File: src/verilog/uart_pkg.sv
package uart_pkg;

	////////////////////////////////////////
	// serial bit timing
	////////////////////////////////////////

	// clock cycles per serial bit
	// kept small so simulation stays short
	localparam int CLKS_PER_BIT = 8;

	////////////////////////////////////////
	// fifo sizing
	////////////////////////////////////////

	// address width of one fifo
	localparam int FIFO_AW = 3;
	// entries per fifo
	localparam int FIFO_DEPTH = 1 << FIFO_AW;

	////////////////////////////////////////
	// register map
	////////////////////////////////////////

	localparam logic [31:0] ADDR_DATA = 32'h0000_0000;
	localparam logic [31:0] ADDR_STATUS = 32'h0000_0004;

	// status word bit positions
	localparam int ST_TX_FULL = 0;
	localparam int ST_RX_EMPTY = 1;
	// sticky, cleared by a status read
	localparam int ST_RX_OVERRUN = 2;
	localparam int ST_FRAME_ERR = 3;

	// axi response codes
	localparam logic [1:0] RESP_OKAY = 2'b00;
	localparam logic [1:0] RESP_SLVERR = 2'b10;

endpackage

File: src/verilog/uart_fifo.sv
`timescale 1ns/1ps

module uart_fifo #(
	parameter int DEPTH = 8
) (
	input  logic       clk,
	input  logic       rst_n,
	input  logic       push,
	input  logic [7:0] wdata,
	input  logic       pop,
	output logic [7:0] rdata,
	output logic       full,
	output logic       empty
);

	localparam int AW = $clog2(DEPTH);

	// storage, no reset needed
	logic [7:0] mem [DEPTH];
	// pointers carry one extra wrap bit
	logic [AW:0] wr_ptr;
	logic [AW:0] rd_ptr;
	logic        do_push;
	logic        do_pop;

	// ignore push when full and pop when empty
	assign do_push = push && !full;
	assign do_pop = pop && !empty;

	always_ff @(posedge clk) begin
		if (do_push)
			mem[wr_ptr[AW-1:0]] <= wdata;
	end

	always_ff @(posedge clk or negedge rst_n) begin
		if (!rst_n) begin
			wr_ptr <= '0;
			rd_ptr <= '0;
		end else begin
			if (do_push)
				wr_ptr <= wr_ptr + 1'b1;
			if (do_pop)
				rd_ptr <= rd_ptr + 1'b1;
		end
	end

	// head entry visible without latency
	assign rdata = mem[rd_ptr[AW-1:0]];

	// same index, wrap bits tell full from empty
	assign empty = (wr_ptr == rd_ptr);
	assign full = (wr_ptr[AW] != rd_ptr[AW]) && (wr_ptr[AW-1:0] == rd_ptr[AW-1:0]);

endmodule

File: src/verilog/uart_tx.sv
`timescale 1ns/1ps

module uart_tx (
	input  logic       clk,
	input  logic       rst_n,
	input  logic       fifo_empty,
	input  logic [7:0] fifo_rdata,
	output logic       fifo_pop,
	output logic       tx
);
	import uart_pkg::*;

	localparam int CW = $clog2(CLKS_PER_BIT);

	// fsm states
	localparam logic [1:0] S_IDLE = 2'd0;
	localparam logic [1:0] S_START = 2'd1;
	localparam logic [1:0] S_DATA = 2'd2;
	localparam logic [1:0] S_STOP = 2'd3;

	logic [1:0]    state;
	logic [CW-1:0] cnt;
	logic [2:0]    bit_idx;
	logic [7:0]    shift;
	logic          bit_done;

	// last cycle of the current bit
	assign bit_done = (cnt == CW'(CLKS_PER_BIT - 1));

	// pop when idle or at the end of stop, so frames run back to back
	assign fifo_pop = !fifo_empty && ((state == S_IDLE) || (state == S_STOP && bit_done));

	always_ff @(posedge clk or negedge rst_n) begin
		if (!rst_n) begin
			state <= S_IDLE;
			cnt <= '0;
			bit_idx <= '0;
			shift <= '0;
			// line idles high
			tx <= 1'b1;
		end else if (fifo_pop) begin
			// load byte, start bit goes out next cycle
			state <= S_START;
			shift <= fifo_rdata;
			cnt <= '0;
			tx <= 1'b0;
		end else begin
			cnt <= bit_done ? '0 : cnt + 1'b1;
			case (state)
				S_START: begin
					if (bit_done) begin
						// first data bit, lsb first
						state <= S_DATA;
						bit_idx <= '0;
						tx <= shift[0];
						shift <= shift >> 1;
					end
				end
				S_DATA: begin
					if (bit_done) begin
						if (bit_idx == 3'd7) begin
							state <= S_STOP;
							tx <= 1'b1;
						end else begin
							bit_idx <= bit_idx + 1'b1;
							tx <= shift[0];
							shift <= shift >> 1;
						end
					end
				end
				S_STOP: begin
					// nothing queued, back to idle
					if (bit_done)
						state <= S_IDLE;
				end
				default: begin
					tx <= 1'b1;
					cnt <= '0;
				end
			endcase
		end
	end

endmodule

File: src/verilog/uart_rx.sv
`timescale 1ns/1ps

module uart_rx (
	input  logic       clk,
	input  logic       rst_n,
	input  logic       rx,
	output logic       push,
	output logic [7:0] wdata,
	input  logic       fifo_full,
	output logic       frame_err,
	output logic       overrun_evt
);
	import uart_pkg::*;

	localparam int CW = $clog2(CLKS_PER_BIT);
	localparam int HALF = CLKS_PER_BIT / 2;

	// fsm states
	localparam logic [1:0] S_IDLE = 2'd0;
	localparam logic [1:0] S_START = 2'd1;
	localparam logic [1:0] S_DATA = 2'd2;
	localparam logic [1:0] S_STOP = 2'd3;

	// two flop synchronizer plus edge history
	logic          rx_meta;
	logic          rx_sync;
	logic          rx_prev;
	logic [1:0]    state;
	logic [CW-1:0] cnt;
	logic [2:0]    bit_idx;
	logic [7:0]    shift;
	logic          fall;
	logic          half_done;
	logic          bit_done;
	logic          stop_sample;

	assign fall = rx_prev && !rx_sync;
	// middle of start bit
	assign half_done = (cnt == CW'(HALF - 1));
	// one full bit later, middle of next bit
	assign bit_done = (cnt == CW'(CLKS_PER_BIT - 1));
	assign stop_sample = (state == S_STOP) && bit_done;

	////////////////////////////////////////
	// result of the stop bit sample
	////////////////////////////////////////

	// push only a good frame with room in the fifo
	assign push = stop_sample && rx_sync && !fifo_full;
	assign overrun_evt = stop_sample && rx_sync && fifo_full;
	// low stop bit, byte is dropped
	assign frame_err = stop_sample && !rx_sync;
	assign wdata = shift;

	always_ff @(posedge clk or negedge rst_n) begin
		if (!rst_n) begin
			rx_meta <= 1'b1;
			rx_sync <= 1'b1;
			rx_prev <= 1'b1;
		end else begin
			rx_meta <= rx;
			rx_sync <= rx_meta;
			rx_prev <= rx_sync;
		end
	end

	always_ff @(posedge clk or negedge rst_n) begin
		if (!rst_n) begin
			state <= S_IDLE;
			cnt <= '0;
			bit_idx <= '0;
			shift <= '0;
		end else begin
			case (state)
				S_IDLE: begin
					cnt <= '0;
					if (fall)
						state <= S_START;
				end
				S_START: begin
					cnt <= cnt + 1'b1;
					if (half_done) begin
						cnt <= '0;
						bit_idx <= '0;
						// high again means a glitch
						state <= rx_sync ? S_IDLE : S_DATA;
					end
				end
				S_DATA: begin
					cnt <= bit_done ? '0 : cnt + 1'b1;
					if (bit_done) begin
						// fill from the top, lsb ends up at bit 0
						shift <= {rx_sync, shift[7:1]};
						bit_idx <= bit_idx + 1'b1;
						if (bit_idx == 3'd7)
							state <= S_STOP;
					end
				end
				default: begin
					cnt <= bit_done ? '0 : cnt + 1'b1;
					// leave at mid stop so the next edge is not missed
					if (bit_done)
						state <= S_IDLE;
				end
			endcase
		end
	end

endmodule

File: src/verilog/uart_regs.sv
`timescale 1ns/1ps

module uart_regs (
	input  logic        clk,
	input  logic        rst_n,
	// write address and data
	input  logic [31:0] awaddr,
	input  logic        awvalid,
	output logic        awready,
	input  logic [31:0] wdata,
	input  logic        wvalid,
	output logic        wready,
	// write response
	output logic [1:0]  bresp,
	output logic        bvalid,
	input  logic        bready,
	// read address and data
	input  logic [31:0] araddr,
	input  logic        arvalid,
	output logic        arready,
	output logic [31:0] rdata,
	output logic [1:0]  rresp,
	output logic        rvalid,
	input  logic        rready,
	// transmit fifo side
	output logic        tx_push,
	output logic [7:0]  tx_wdata,
	input  logic        tx_full,
	// receive fifo side
	output logic        rx_pop,
	input  logic [7:0]  rx_rdata,
	input  logic        rx_empty,
	// event pulses from the receiver
	input  logic        frame_err,
	input  logic        overrun_evt
);
	import uart_pkg::*;

	logic        wr_en;
	logic        rd_en;
	logic        wr_is_data;
	logic        wr_is_status;
	logic        rd_is_data;
	logic        rd_is_status;
	logic        clr_sticky;
	logic        overrun_q;
	logic        frame_err_q;
	logic [31:0] status_word;

	// transfer edges, ready only rises with valid already up
	assign wr_en = awready && awvalid && wvalid;
	assign rd_en = arready && arvalid;

	assign wr_is_data = (awaddr == ADDR_DATA);
	assign wr_is_status = (awaddr == ADDR_STATUS);
	assign rd_is_data = (araddr == ADDR_DATA);
	assign rd_is_status = (araddr == ADDR_STATUS);

	// full word taken, only low byte reaches the fifo
	assign tx_push = wr_en && wr_is_data && !tx_full;
	assign tx_wdata = wdata[7:0];
	assign rx_pop = rd_en && rd_is_data && !rx_empty;
	assign clr_sticky = rd_en && rd_is_status;

	always_comb begin
		status_word = '0;
		status_word[ST_TX_FULL] = tx_full;
		status_word[ST_RX_EMPTY] = rx_empty;
		status_word[ST_RX_OVERRUN] = overrun_q;
		status_word[ST_FRAME_ERR] = frame_err_q;
	end

	////////////////////////////////////////
	// handshake control
	////////////////////////////////////////

	always_ff @(posedge clk or negedge rst_n) begin
		if (!rst_n) begin
			awready <= 1'b0;
			wready <= 1'b0;
			bvalid <= 1'b0;
			arready <= 1'b0;
			rvalid <= 1'b0;
		end else begin
			// one cycle accept pulse, held off while a response waits
			awready <= awvalid && wvalid && !bvalid && !awready;
			wready <= awvalid && wvalid && !bvalid && !awready;
			if (wr_en)
				bvalid <= 1'b1;
			else if (bready)
				bvalid <= 1'b0;
			arready <= arvalid && !rvalid && !arready;
			if (rd_en)
				rvalid <= 1'b1;
			else if (rready)
				rvalid <= 1'b0;
		end
	end

	// sticky flags, a set pulse beats the clearing read
	always_ff @(posedge clk or negedge rst_n) begin
		if (!rst_n) begin
			overrun_q <= 1'b0;
			frame_err_q <= 1'b0;
		end else begin
			overrun_q <= overrun_evt || (overrun_q && !clr_sticky);
			frame_err_q <= frame_err || (frame_err_q && !clr_sticky);
		end
	end

	////////////////////////////////////////
	// response payload
	////////////////////////////////////////

	always_ff @(posedge clk) begin
		if (wr_en) begin
			// full fifo drops the byte, unmapped gets slverr
			if (wr_is_data)
				bresp <= tx_full ? RESP_SLVERR : RESP_OKAY;
			else if (wr_is_status)
				bresp <= RESP_OKAY;
			else
				bresp <= RESP_SLVERR;
		end
		if (rd_en) begin
			if (rd_is_data && !rx_empty) begin
				rdata <= {24'd0, rx_rdata};
				rresp <= RESP_OKAY;
			end else if (rd_is_status) begin
				rdata <= status_word;
				rresp <= RESP_OKAY;
			end else begin
				// empty fifo or unmapped address
				rdata <= '0;
				rresp <= RESP_SLVERR;
			end
		end
	end

endmodule

File: src/verilog/uart_top.sv
`timescale 1ns/1ps

module uart_top (
	input  logic        clk,
	input  logic        rst_n,
	input  logic [31:0] awaddr,
	input  logic        awvalid,
	output logic        awready,
	input  logic [31:0] wdata,
	input  logic        wvalid,
	output logic        wready,
	output logic [1:0]  bresp,
	output logic        bvalid,
	input  logic        bready,
	input  logic [31:0] araddr,
	input  logic        arvalid,
	output logic        arready,
	output logic [31:0] rdata,
	output logic [1:0]  rresp,
	output logic        rvalid,
	input  logic        rready,
	input  logic        rx,
	output logic        tx
);
	import uart_pkg::*;

	// transmit path
	logic       tx_push;
	logic [7:0] tx_wdata;
	logic       tx_full;
	logic       tx_empty;
	logic [7:0] tx_rdata;
	logic       tx_pop;
	// receive path
	logic       rx_push;
	logic [7:0] rx_wdata;
	logic       rx_full;
	logic       rx_empty;
	logic [7:0] rx_rdata;
	logic       rx_pop;
	// receiver events
	logic       frame_err;
	logic       overrun_evt;

	uart_regs u_regs (
		.clk(clk), .rst_n(rst_n),
		.awaddr(awaddr), .awvalid(awvalid), .awready(awready),
		.wdata(wdata), .wvalid(wvalid), .wready(wready),
		.bresp(bresp), .bvalid(bvalid), .bready(bready),
		.araddr(araddr), .arvalid(arvalid), .arready(arready),
		.rdata(rdata), .rresp(rresp), .rvalid(rvalid), .rready(rready),
		.tx_push(tx_push), .tx_wdata(tx_wdata), .tx_full(tx_full),
		.rx_pop(rx_pop), .rx_rdata(rx_rdata), .rx_empty(rx_empty),
		.frame_err(frame_err), .overrun_evt(overrun_evt)
	);

	uart_fifo #(.DEPTH(FIFO_DEPTH)) u_tx_fifo (
		.clk(clk), .rst_n(rst_n),
		.push(tx_push), .wdata(tx_wdata), .pop(tx_pop),
		.rdata(tx_rdata), .full(tx_full), .empty(tx_empty)
	);

	uart_fifo #(.DEPTH(FIFO_DEPTH)) u_rx_fifo (
		.clk(clk), .rst_n(rst_n),
		.push(rx_push), .wdata(rx_wdata), .pop(rx_pop),
		.rdata(rx_rdata), .full(rx_full), .empty(rx_empty)
	);

	uart_tx u_tx (
		.clk(clk), .rst_n(rst_n),
		.fifo_empty(tx_empty), .fifo_rdata(tx_rdata), .fifo_pop(tx_pop),
		.tx(tx)
	);

	uart_rx u_rx (
		.clk(clk), .rst_n(rst_n), .rx(rx),
		.push(rx_push), .wdata(rx_wdata), .fifo_full(rx_full),
		.frame_err(frame_err), .overrun_evt(overrun_evt)
	);

endmodule

File: config.mk
export PLATFORM = sky130hd
export DESIGN_NAME = uart_top
export DESIGN_NICKNAME = d
export VERILOG_FILES = /design/src/verilog/uart_pkg.sv /design/src/verilog/uart_fifo.sv /design/src/verilog/uart_tx.sv /design/src/verilog/uart_rx.sv /design/src/verilog/uart_regs.sv /design/src/verilog/uart_top.sv
export SDC_FILE = /design/constraint.sdc
export NUM_CORES = 1
export LEC_CHECK = 0
export BUFFER_PORTS_ARGS = -buffer_cell sky130_fd_sc_hd__buf_2
export CORE_MARGIN = 2
export CORE_UTILIZATION = 57
export DETAILED_ROUTE_END_ITERATION = 8
export HOLD_SLACK_MARGIN = 0.06
export PLACE_DENSITY = 0.8
export SYNTH_ARGS = -nofsm -noshare
export SYNTH_HDL_FRONTEND = slang
export SYNTH_HIERARCHICAL = 1
export SYNTH_SLANG_ARGS = --single-unit
export TNS_END_PERCENT = 5
File: constraint.sdc
create_clock -name clk -period 4.5 [get_ports clk]
set_input_delay 0.675 -clock clk [delete_from_list [all_inputs] [get_ports clk]]
set_output_delay 0.675 -clock clk [all_outputs]
set_load 0.005 [all_outputs]
# == After elaboration in Yosys (flattened, before gate mapping) ==
# Memories as Yosys holds them, arrays and structs flattened.
# Cells that the tools add are included.
# classes
add_sub_neg,8
n_mul,0
n_div,0
order_cmp,0
eq_ne,32
n_shift,0
mux,50
bitwise_logic,1
reduce_logical,62
# op_table
cell,n
$eq 32x3->1 const B,2
$logic_not 32->1,2
$mux 8,5
$logic_and 1x1->1,30
$mux 2,15
$mux 3,10
$pmux 3 s2,3
$add 4x1->4 const B,4
$pmux 8 s2,1
$reduce_and 5->1,3
$add 3x1->3 const B,4
$eq 3x3->1 const B,4
$mux 1,12
$ne 2x1->1 const B,6
$ne 3x2->1 const B,4
$pmux 2 s3,2
$logic_not 1->1,10
$eq 2x2->1 const B,4
$eq 4x4->1,2
$reduce_bool 2->1,4
$eq 3x3->1,2
$reduce_and 3->1,2
$reduce_bool 3->1,2
$eq 2x1->1 const B,2
13 further kinds,18
# word_totals
reg_bits,94
latchBits,0
ram_bits,128
mem_bits_ro,0
input_bits,104
output_inout_bits,42
word_cells,181
n_memories,2
# memory_table
name,depth,width,read_ports,rd_ports_with_merged_regs,wr,line,source
u_rx_fifo.mem,8,8,1,0,1,uart_fifo.sv:19,logic [7:0] mem [DEPTH];
u_tx_fifo.mem,8,8,1,0,1,uart_fifo.sv:19,

# == Logic depth before layout (Yosys ltp) ==
# Gate-level depths: netlist (run 1).
# depth
depth_word,7
mapped_depth,10
ltp_nobuf,9

# == By module ==
# The synthesis (run 1) kept the hierarchy.
# modules_own_cells
mod,instances,cells_per_inst,area_per_inst_um2,seq_area_each_um2
uart_fifo at u_rx_fifo,1,151,3173.0,2122.0
uart_fifo at u_tx_fifo,1,149,3094.2,2122.0
uart_regs,1,111,1098.6,450.4
uart_tx,1,91,969.7,426.7
uart_rx,1,72,885.8,479.2

# == Worst setup path before layout (run 1) ==
# OpenSTA, ideal clock, no wires.
# synth_timing
path_kind,in2reg
startpoint,input awaddr[5]
endpoint,memory u_tx_fifo.mem[6][0] (enable)
setup_time_ps,398
arrival_ps,2950
required_ps,4102
slack_ps,1152
cell_stages,6
path_buffers,0
path_cell_list,nor4_1 nand4_1 nor2_1 nor4b_1 nand2_1 nor4b_1
# synth_between
elab_chain_cells,6
# synth_lines
item,line,source
"start, declared",uart_top.sv:6,"input logic [31:0] awaddr,"
$logic_not 32->1,uart_regs.sv:54,assign wr_is_data = (awaddr == ADDR_DATA);
$logic_and 1x1->1 (2 in series),uart_regs.sv:60,assign tx_push = wr_en && wr_is_data && !tx_full;
net tx_push,uart_top.sv:28,logic tx_push;
$logic_and 1x1->1,uart_fifo.sv:27,assign do_push = push && !full;
$mux 1,uart_fifo.sv:31,if (do_push)
$mux 1 (not written as such),uart_fifo.sv:32,mem[wr_ptr[AW-1:0]] <= wdata;
"end, declared",uart_fifo.sv:19,
# The timed path passes the listed nets, and every way through them passes these cells.

# == Final worst setup path (run 1) ==
# layout_timing
startpoint,register u_tx_fifo.rd_ptr[1]
endpoint,memory u_tx_fifo.mem[7][7] (enable)
# layout_between
elab_chain_cells,7
# layout_lines
item,line,source
"start, declared",uart_fifo.sv:22,logic [AW:0] rd_ptr;
"start signal, assigned",uart_fifo.sv:43,rd_ptr <= rd_ptr + 1'b1;
$eq 3x3->1,uart_fifo.sv:52,assign full = (wr_ptr[AW] != rd_ptr[AW]) && (wr_ptr[AW-1:0] == rd_ptr[AW-1:0]);
$logic_and 1x1->1,uart_fifo.sv:52,
net tx_full,uart_top.sv:30,logic tx_full;
$logic_not 1->1,uart_regs.sv:60,
$logic_and 1x1->1,uart_regs.sv:60,
net tx_push,uart_top.sv:28,
$logic_and 1x1->1,uart_fifo.sv:27,
$mux 1,uart_fifo.sv:31,
$mux 1 (not written as such),uart_fifo.sv:32,
# The timed path passes the listed nets, and every way through them passes these cells.

==> results of run 1 <==
-- metrics by stage --
step                power [mW]  instances  instance area (µm²)  hold slack [ns]
finish                    3.73        900                10300            0.263
global route              3.86        900                10300            0.293
CTS                       3.76        900                10300            0.263
detailed placement        2.32        869                 9730            0.350
global placement          2.29        869                 9730            0.347
floorplan                 2.26        599                 9320            0.345
-- synth_stat cells (all sizes together) (5+ instances only) --
library cell	instances
nand2	28
xnor2	11
nand4	7
o21ai	14
inv	18
a21oi	7
nor3	7
buf	55
o41ai	7
nor4	22
mux4	32
edfxtp	138
and3	6
dfrtp	54
ha	20
xor2	10
nor2	26
nor4b	5
mux2i	11
mux2	29
nor2b	7
-- registers in the layout (all words and copies together) (netlist names), 2 cells and up --
signal and cells:
u_tx_fifo/rd_ptr 4, u_tx/shift 8, u_rx_fifo/rd_ptr 4, u_rx/bit_idx 3, u_rx/state 2, u_tx/cnt 3
u_tx_fifo/wr_ptr 4, u_rx/cnt 3, u_rx/wdata 8, u_rx_fifo/wr_ptr 4, u_tx/state 2, u_regs/rdata 8
u_tx_fifo/mem 64, u_tx/bit_idx 3, u_rx_fifo/mem 64
-- power groups by stage --
stage	logic, mW	registers [mW]	clock network (mW)
2_1_floorplan	0.217	2.05	0
3_3_place_gp	0.211	2.08	0
3_5_place_dp	0.228	2.09	0
4_1_cts	0.231	2.05	1.48
5_1_grt	0.257	2.06	1.54
6_report	0.229	2.05	1.45
-- final timing paths --
kind | startpoint | end | slack [ns]
worst min register to register | u_rx/rx_meta | u_rx/rx_sync | 0.36
worst max-delay path | u_tx_fifo/rd_ptr[1] | u_tx_fifo/mem[7][7] | 0.97
worst max register to register | u_tx_fifo/rd_ptr[1] | u_tx_fifo/mem[7][7] | 0.97
max in group asynchronous | rst_n | u_tx/tx | 3.34
worst min-delay path | rst_n | u_rx_fifo/rd_ptr[3] | 0.26
min in group clk | rx | u_rx/rx_meta | 0.33
-- final cells by class --
cell class,count,share of cell area
sequential,196,0.544
clock inverter,14,0.0140
timing repair buffer,112,0.0586
tap,216,0.0262
inverter,18,0.00656
multi-input combinational,327,0.309
clock buffer,17,0.0413
-- metal layers --
metal / global-route usage / up-vias / part of all wire
li1: - / 2363 / -
met1: 0.231 / 2571 / 0.40
met2: 0.359 / 174 / 0.54
met3: 0.0451 / 20 / 0.051
met4: 0.0725 / 0 / 0.017
met5: 0 / - / 0
-- logic make-up after synthesis --
family | Yosys count | synth area share
compound gates | 55 | 0.0539
xor+xnor | 21 | 0.0265
fa+ha+maj | 20 | 0.0271
buf+inv | 76 | 0.0574
flops | 196 | 0.607
mux | 72 | 0.139
other cells | 1 | 0.000407
simple gates | 133 | 0.0881
==> metrics.cfg, run 1 <==
[clock_network]
cts_buffer_depth = 2
root_buffer = clkbuf_16
worst_skew_pair.late_latency_ns = 0.43
cts_buffers = 17
clk_pin_slew_ns = 0.07
cts_setup_buffers = 0
cts.sinks = 196
h-tree-depth = 4
cts_resized = 0
cts_tree = done
cts-hold-fix-buffers = 0

[synthesis]
synth_seq_cells = 196
synth_top_area_cell = edfxtp_1
synth_edf_count = 138
ys.flop_type = edfxtp_1
yosysWarnings = 6
yosysSeqAreaShare = 0.607
avgSynthCellArea_um2 = 16.1
postSynth.asyncResetShare = 0.296
synthDistinctLibCells = 71
synth_top_cells_by_area = edfxtp_1 (45%), dfrtp_1 (15%), mux4_1 (5.1%), mux4_2 (3.4%), buf_4 (3.2%)
synthCells = 574
synth_top_area_frac = 0.449
syn_area_um2 = 9220

[sta]
fin_ws_ns = 0.971
slew_violations = 0
tns_ns = 0
relSlewSlack = 0.328
setup_viol = 0
rsz0062_at_grt = false
min_period_over_period = 0.784
worstMarginPinSlew_ns = 0.999
min_period_ns = 3.53
finalHoldViolations = 0
fmax_ghz = 0.283
skew_ns = 0.0132

[routing]
vias = 5128
ant_nets = 0
first_pass_iters = 4
via_per_inst = 5.70
drt_iter0_drc = 347
wl_per_cell_um = 18.2
wl_mm = 16.4
drcViolationCount = 0

[layout]
layout_common_cells = edfxtp_1 (138), buf_2 (95), dfrtp_1 (54), nand2_1 (28), conb_1 (26)
syn_to_final_growth_pct = 11.7
nFillCells = 1096
diodes = 0
seqCellArea_um2 = 5600
final_common_cell = edfxtp_1
utilization = 0.651
drive_gt1_frac = 0.325
multi_input_area_um2 = 3190
nets = 796

[critical_path]
crit_buf_inv = 1
worstPathRequired_ns = 4.55
path_class = reg -> reg
endpoint_kind = flop
crit_path_top_delay_cell = dfrtp_1
critPathTopFamily = simple AND/OR/NAND/NOR gates
critPathMaxFanout = 21
slowest_delay_ns = 0.90
worst_ep_arrival_time_ns = 3.58
r2r_cells = 6
crit_path_start_kind = flop
worstPathCellList = xor2_1 > nor4_4 > nor4b_1 > buf_4 > nand4_1 > nor2_1
path_depth = 6

[run]
cap_violations = 0

[die]
ios = 146
die_area_um2 = 17200
die_x_um = 131
coreArea_um2 = 15800
start_util = 0.583
die_h_um = 131
num_rows = 46

[pwr]
comb_power_share = 0.061
power.internal_mw = 2.86
powerDensity_nw_per_um2 = 362
p_leak_nw = 4.06
p_sw_uw = 869
p_seq_frac = 0.550
clkPwrFrac = 0.388
switching_share = 0.233
vdd_ir_drop_max_uv = 314

[grt]
grt_pass1_vias = 5273
grt_max_degree = 32
grt_pass1_wl_mm = 26.5
antenna_found_initial = 0
grt_overflow = 0
grt_usage = 0.198

[placement]
dp_hpwl_mm = 11.2
dp_slack_ns = 1.03
io_buffers = 95
place_congestion = 0.786

[run_status]
status = completed

[min_path]
hp-class = in -> async

(Power assumes the default switching activity.)
==> inputs of run 2 (changes only) <==
- clock period: 4.5 -> 3.7 ns (I/O delays scaled with it)
==> run 2 against run 1 <==
  * Clock skew about the same
  * Maximum frequency increased by 2.2%
  * Register-to-register slack got worse by 0.73 ns
  * Critical path depth increased by 2
  * Worst hold slack got worse by 0.033 ns
  * Combinational power increased by 26%
  * Global-route usage increased by 0.24 points
  * Largest cell class unchanged
==> metrics.cfg, run 2 (synthesized netlist as in run 1, its figures left out) <==
[critical_path]
critPathMaxFanout = 8
r2r_cells = 8
crit_path_start_kind = flop
worst_ep_arrival_time_ns = 3.50
worstPathRequired_ns = 3.74
rrSetupSlack_ns = 0.25
endpoint_kind = flop
reg2reg_to = u_rx_fifo/mem[0][4]
r2r_start = u_rx/cnt[0]
path_class = reg -> reg
cp-startpoint = u_rx/cnt[0]

[clock_network]
cts-hold-fix-buffers = 0
root_buffer = clkbuf_16
cts_resized = 0
cts_buffer_depth = 2
worst_skew_pair.late_latency_ns = 0.43
cts_buffers = 17
cts.sinks = 196
clk_pin_slew_ns = 0.07
cts_setup_buffers = 0
h-tree-depth = 4
cts_tree = done

[pwr]
finalPower_mw = 4.62
p_leak_nw = 4.10
powerDensity_nw_per_um2 = 444
vdd_ir_drop_max_uv = 331

[routing]
ant_nets = 0
vias = 5126
wl_per_cell_um = 17.9
wl_mm = 16.3
drcViolationCount = 0
drt_iter0_drc = 278
first_pass_iters = 4
via_per_inst = 5.62

[min_path]
whs_path_depth = 1
min_from = rx
hold-path-endpoint = u_rx/rx_meta
hp-class = in -> reg

[sta]
worstMarginPinSlew_ns = 1.24
setup_viol = 0
fmax_ghz = 0.290
min_period_over_period = 0.934
relSlewSlack = 0.165
tns_ns = 0
fin_ws_ns = 0.246
finalHoldViolations = 0
rsz0062_at_grt = false
min_period_ns = 3.45
slew_violations = 0
skew_ns = 0.0130

[grt]
grt_pass1_vias = 5359
grt_usage = 0.201
grt_pass1_wl_mm = 26.8
grt_max_degree = 46
antenna_found_initial = 0
grt_overflow = 0

[die]
coreArea_um2 = 15800
die_h_um = 131
die_x_um = 131
die_area_um2 = 17200
start_util = 0.583
ios = 146
num_rows = 46

[layout]
nets = 807
syn_to_final_growth_pct = 13.0
diodes = 0
drive_gt1_frac = 0.336
layout_common_cells = edfxtp_1 (138), buf_2 (95), dfrtp_1 (54), buf_4 (28), nand2_1 (28)
nFillCells = 1087
utilization = 0.658
final_common_cell = edfxtp_1

[placement]
dp_hpwl_mm = 11.4
place_congestion = 0.793
dp_slack_ns = 0.259
io_buffers = 95

[run]
cap_violations = 0

[run_status]
status = completed

==> run 2: changes by cell type in the layout (fill, tap and decap cells not counted), moves of 2 or more <==
cell	delta
clkinv_4	-2
inv_8	+3
clkinv_8	+3
buf_4	+11
inv_6	-2
==> run 2: worst max-delay path by stage <==
stage,endpoint,cells after the start
floorplan,u_tx_fifo/mem[6][0],5
detailed placement,u_rx_fifo/mem[0][5],8
global placement,u_rx_fifo/mem[0][5],8
CTS,u_rx_fifo/mem[0][4],8
finish,u_rx_fifo/mem[0][4],8
global route,u_rx_fifo/mem[0][4],8
==> run 2: stage by stage <==
step                instances  hold WS (ns)  area (µm²)
floorplan                 599         0.259        9320
global placement          880         0.347        9810
detailed placement        880         0.348        9810
CTS                       912         0.204       10400
global route              912         0.199       10400
finish                    912         0.230       10400
==> run 2: area by class of cell <==
cell class,count,area (µm²),area share
sequential,196,5600,0.537
multi-input combinational,327,3190,0.306
clock buffer,18,429,0.0412
timing repair buffer,123,686,0.0658
inverter,18,67.6,0.00648
tap,216,270,0.0259
clock inverter,14,183,0.0175
==> run 2: where the power goes <==
part | total [mW] | leakage [nW] | internal [mW] | switching, mW
logic | 0.289 | 1.80 | 0.135 | 0.154
registers | 2.49 | 2.01 | 2.40 | 0.0902
clock network | 1.84 | 0.295 | 0.977 | 0.863
==> run 2: metal layers <==
| layer | global-route usage | routed length, µm |
|---|---|---|
| met4 | 0.0791 | 249 |
| met5 | 0 | 0 |
| met1 | 0.224 | 6350 |
| met3 | 0.0540 | 896 |
| met2 | 0.366 | 8840 |
==> run 2: critical path, cell delays in order (launching register included) <==
cell	delay [ns]
dfrtp_1	0.36
ha_1	0.21
ha_1	0.28
and2_1	0.35
nand3_1	0.20
nor2_1	0.39
nor2b_1	0.22
o41ai_2	0.13
nor3_1	0.93
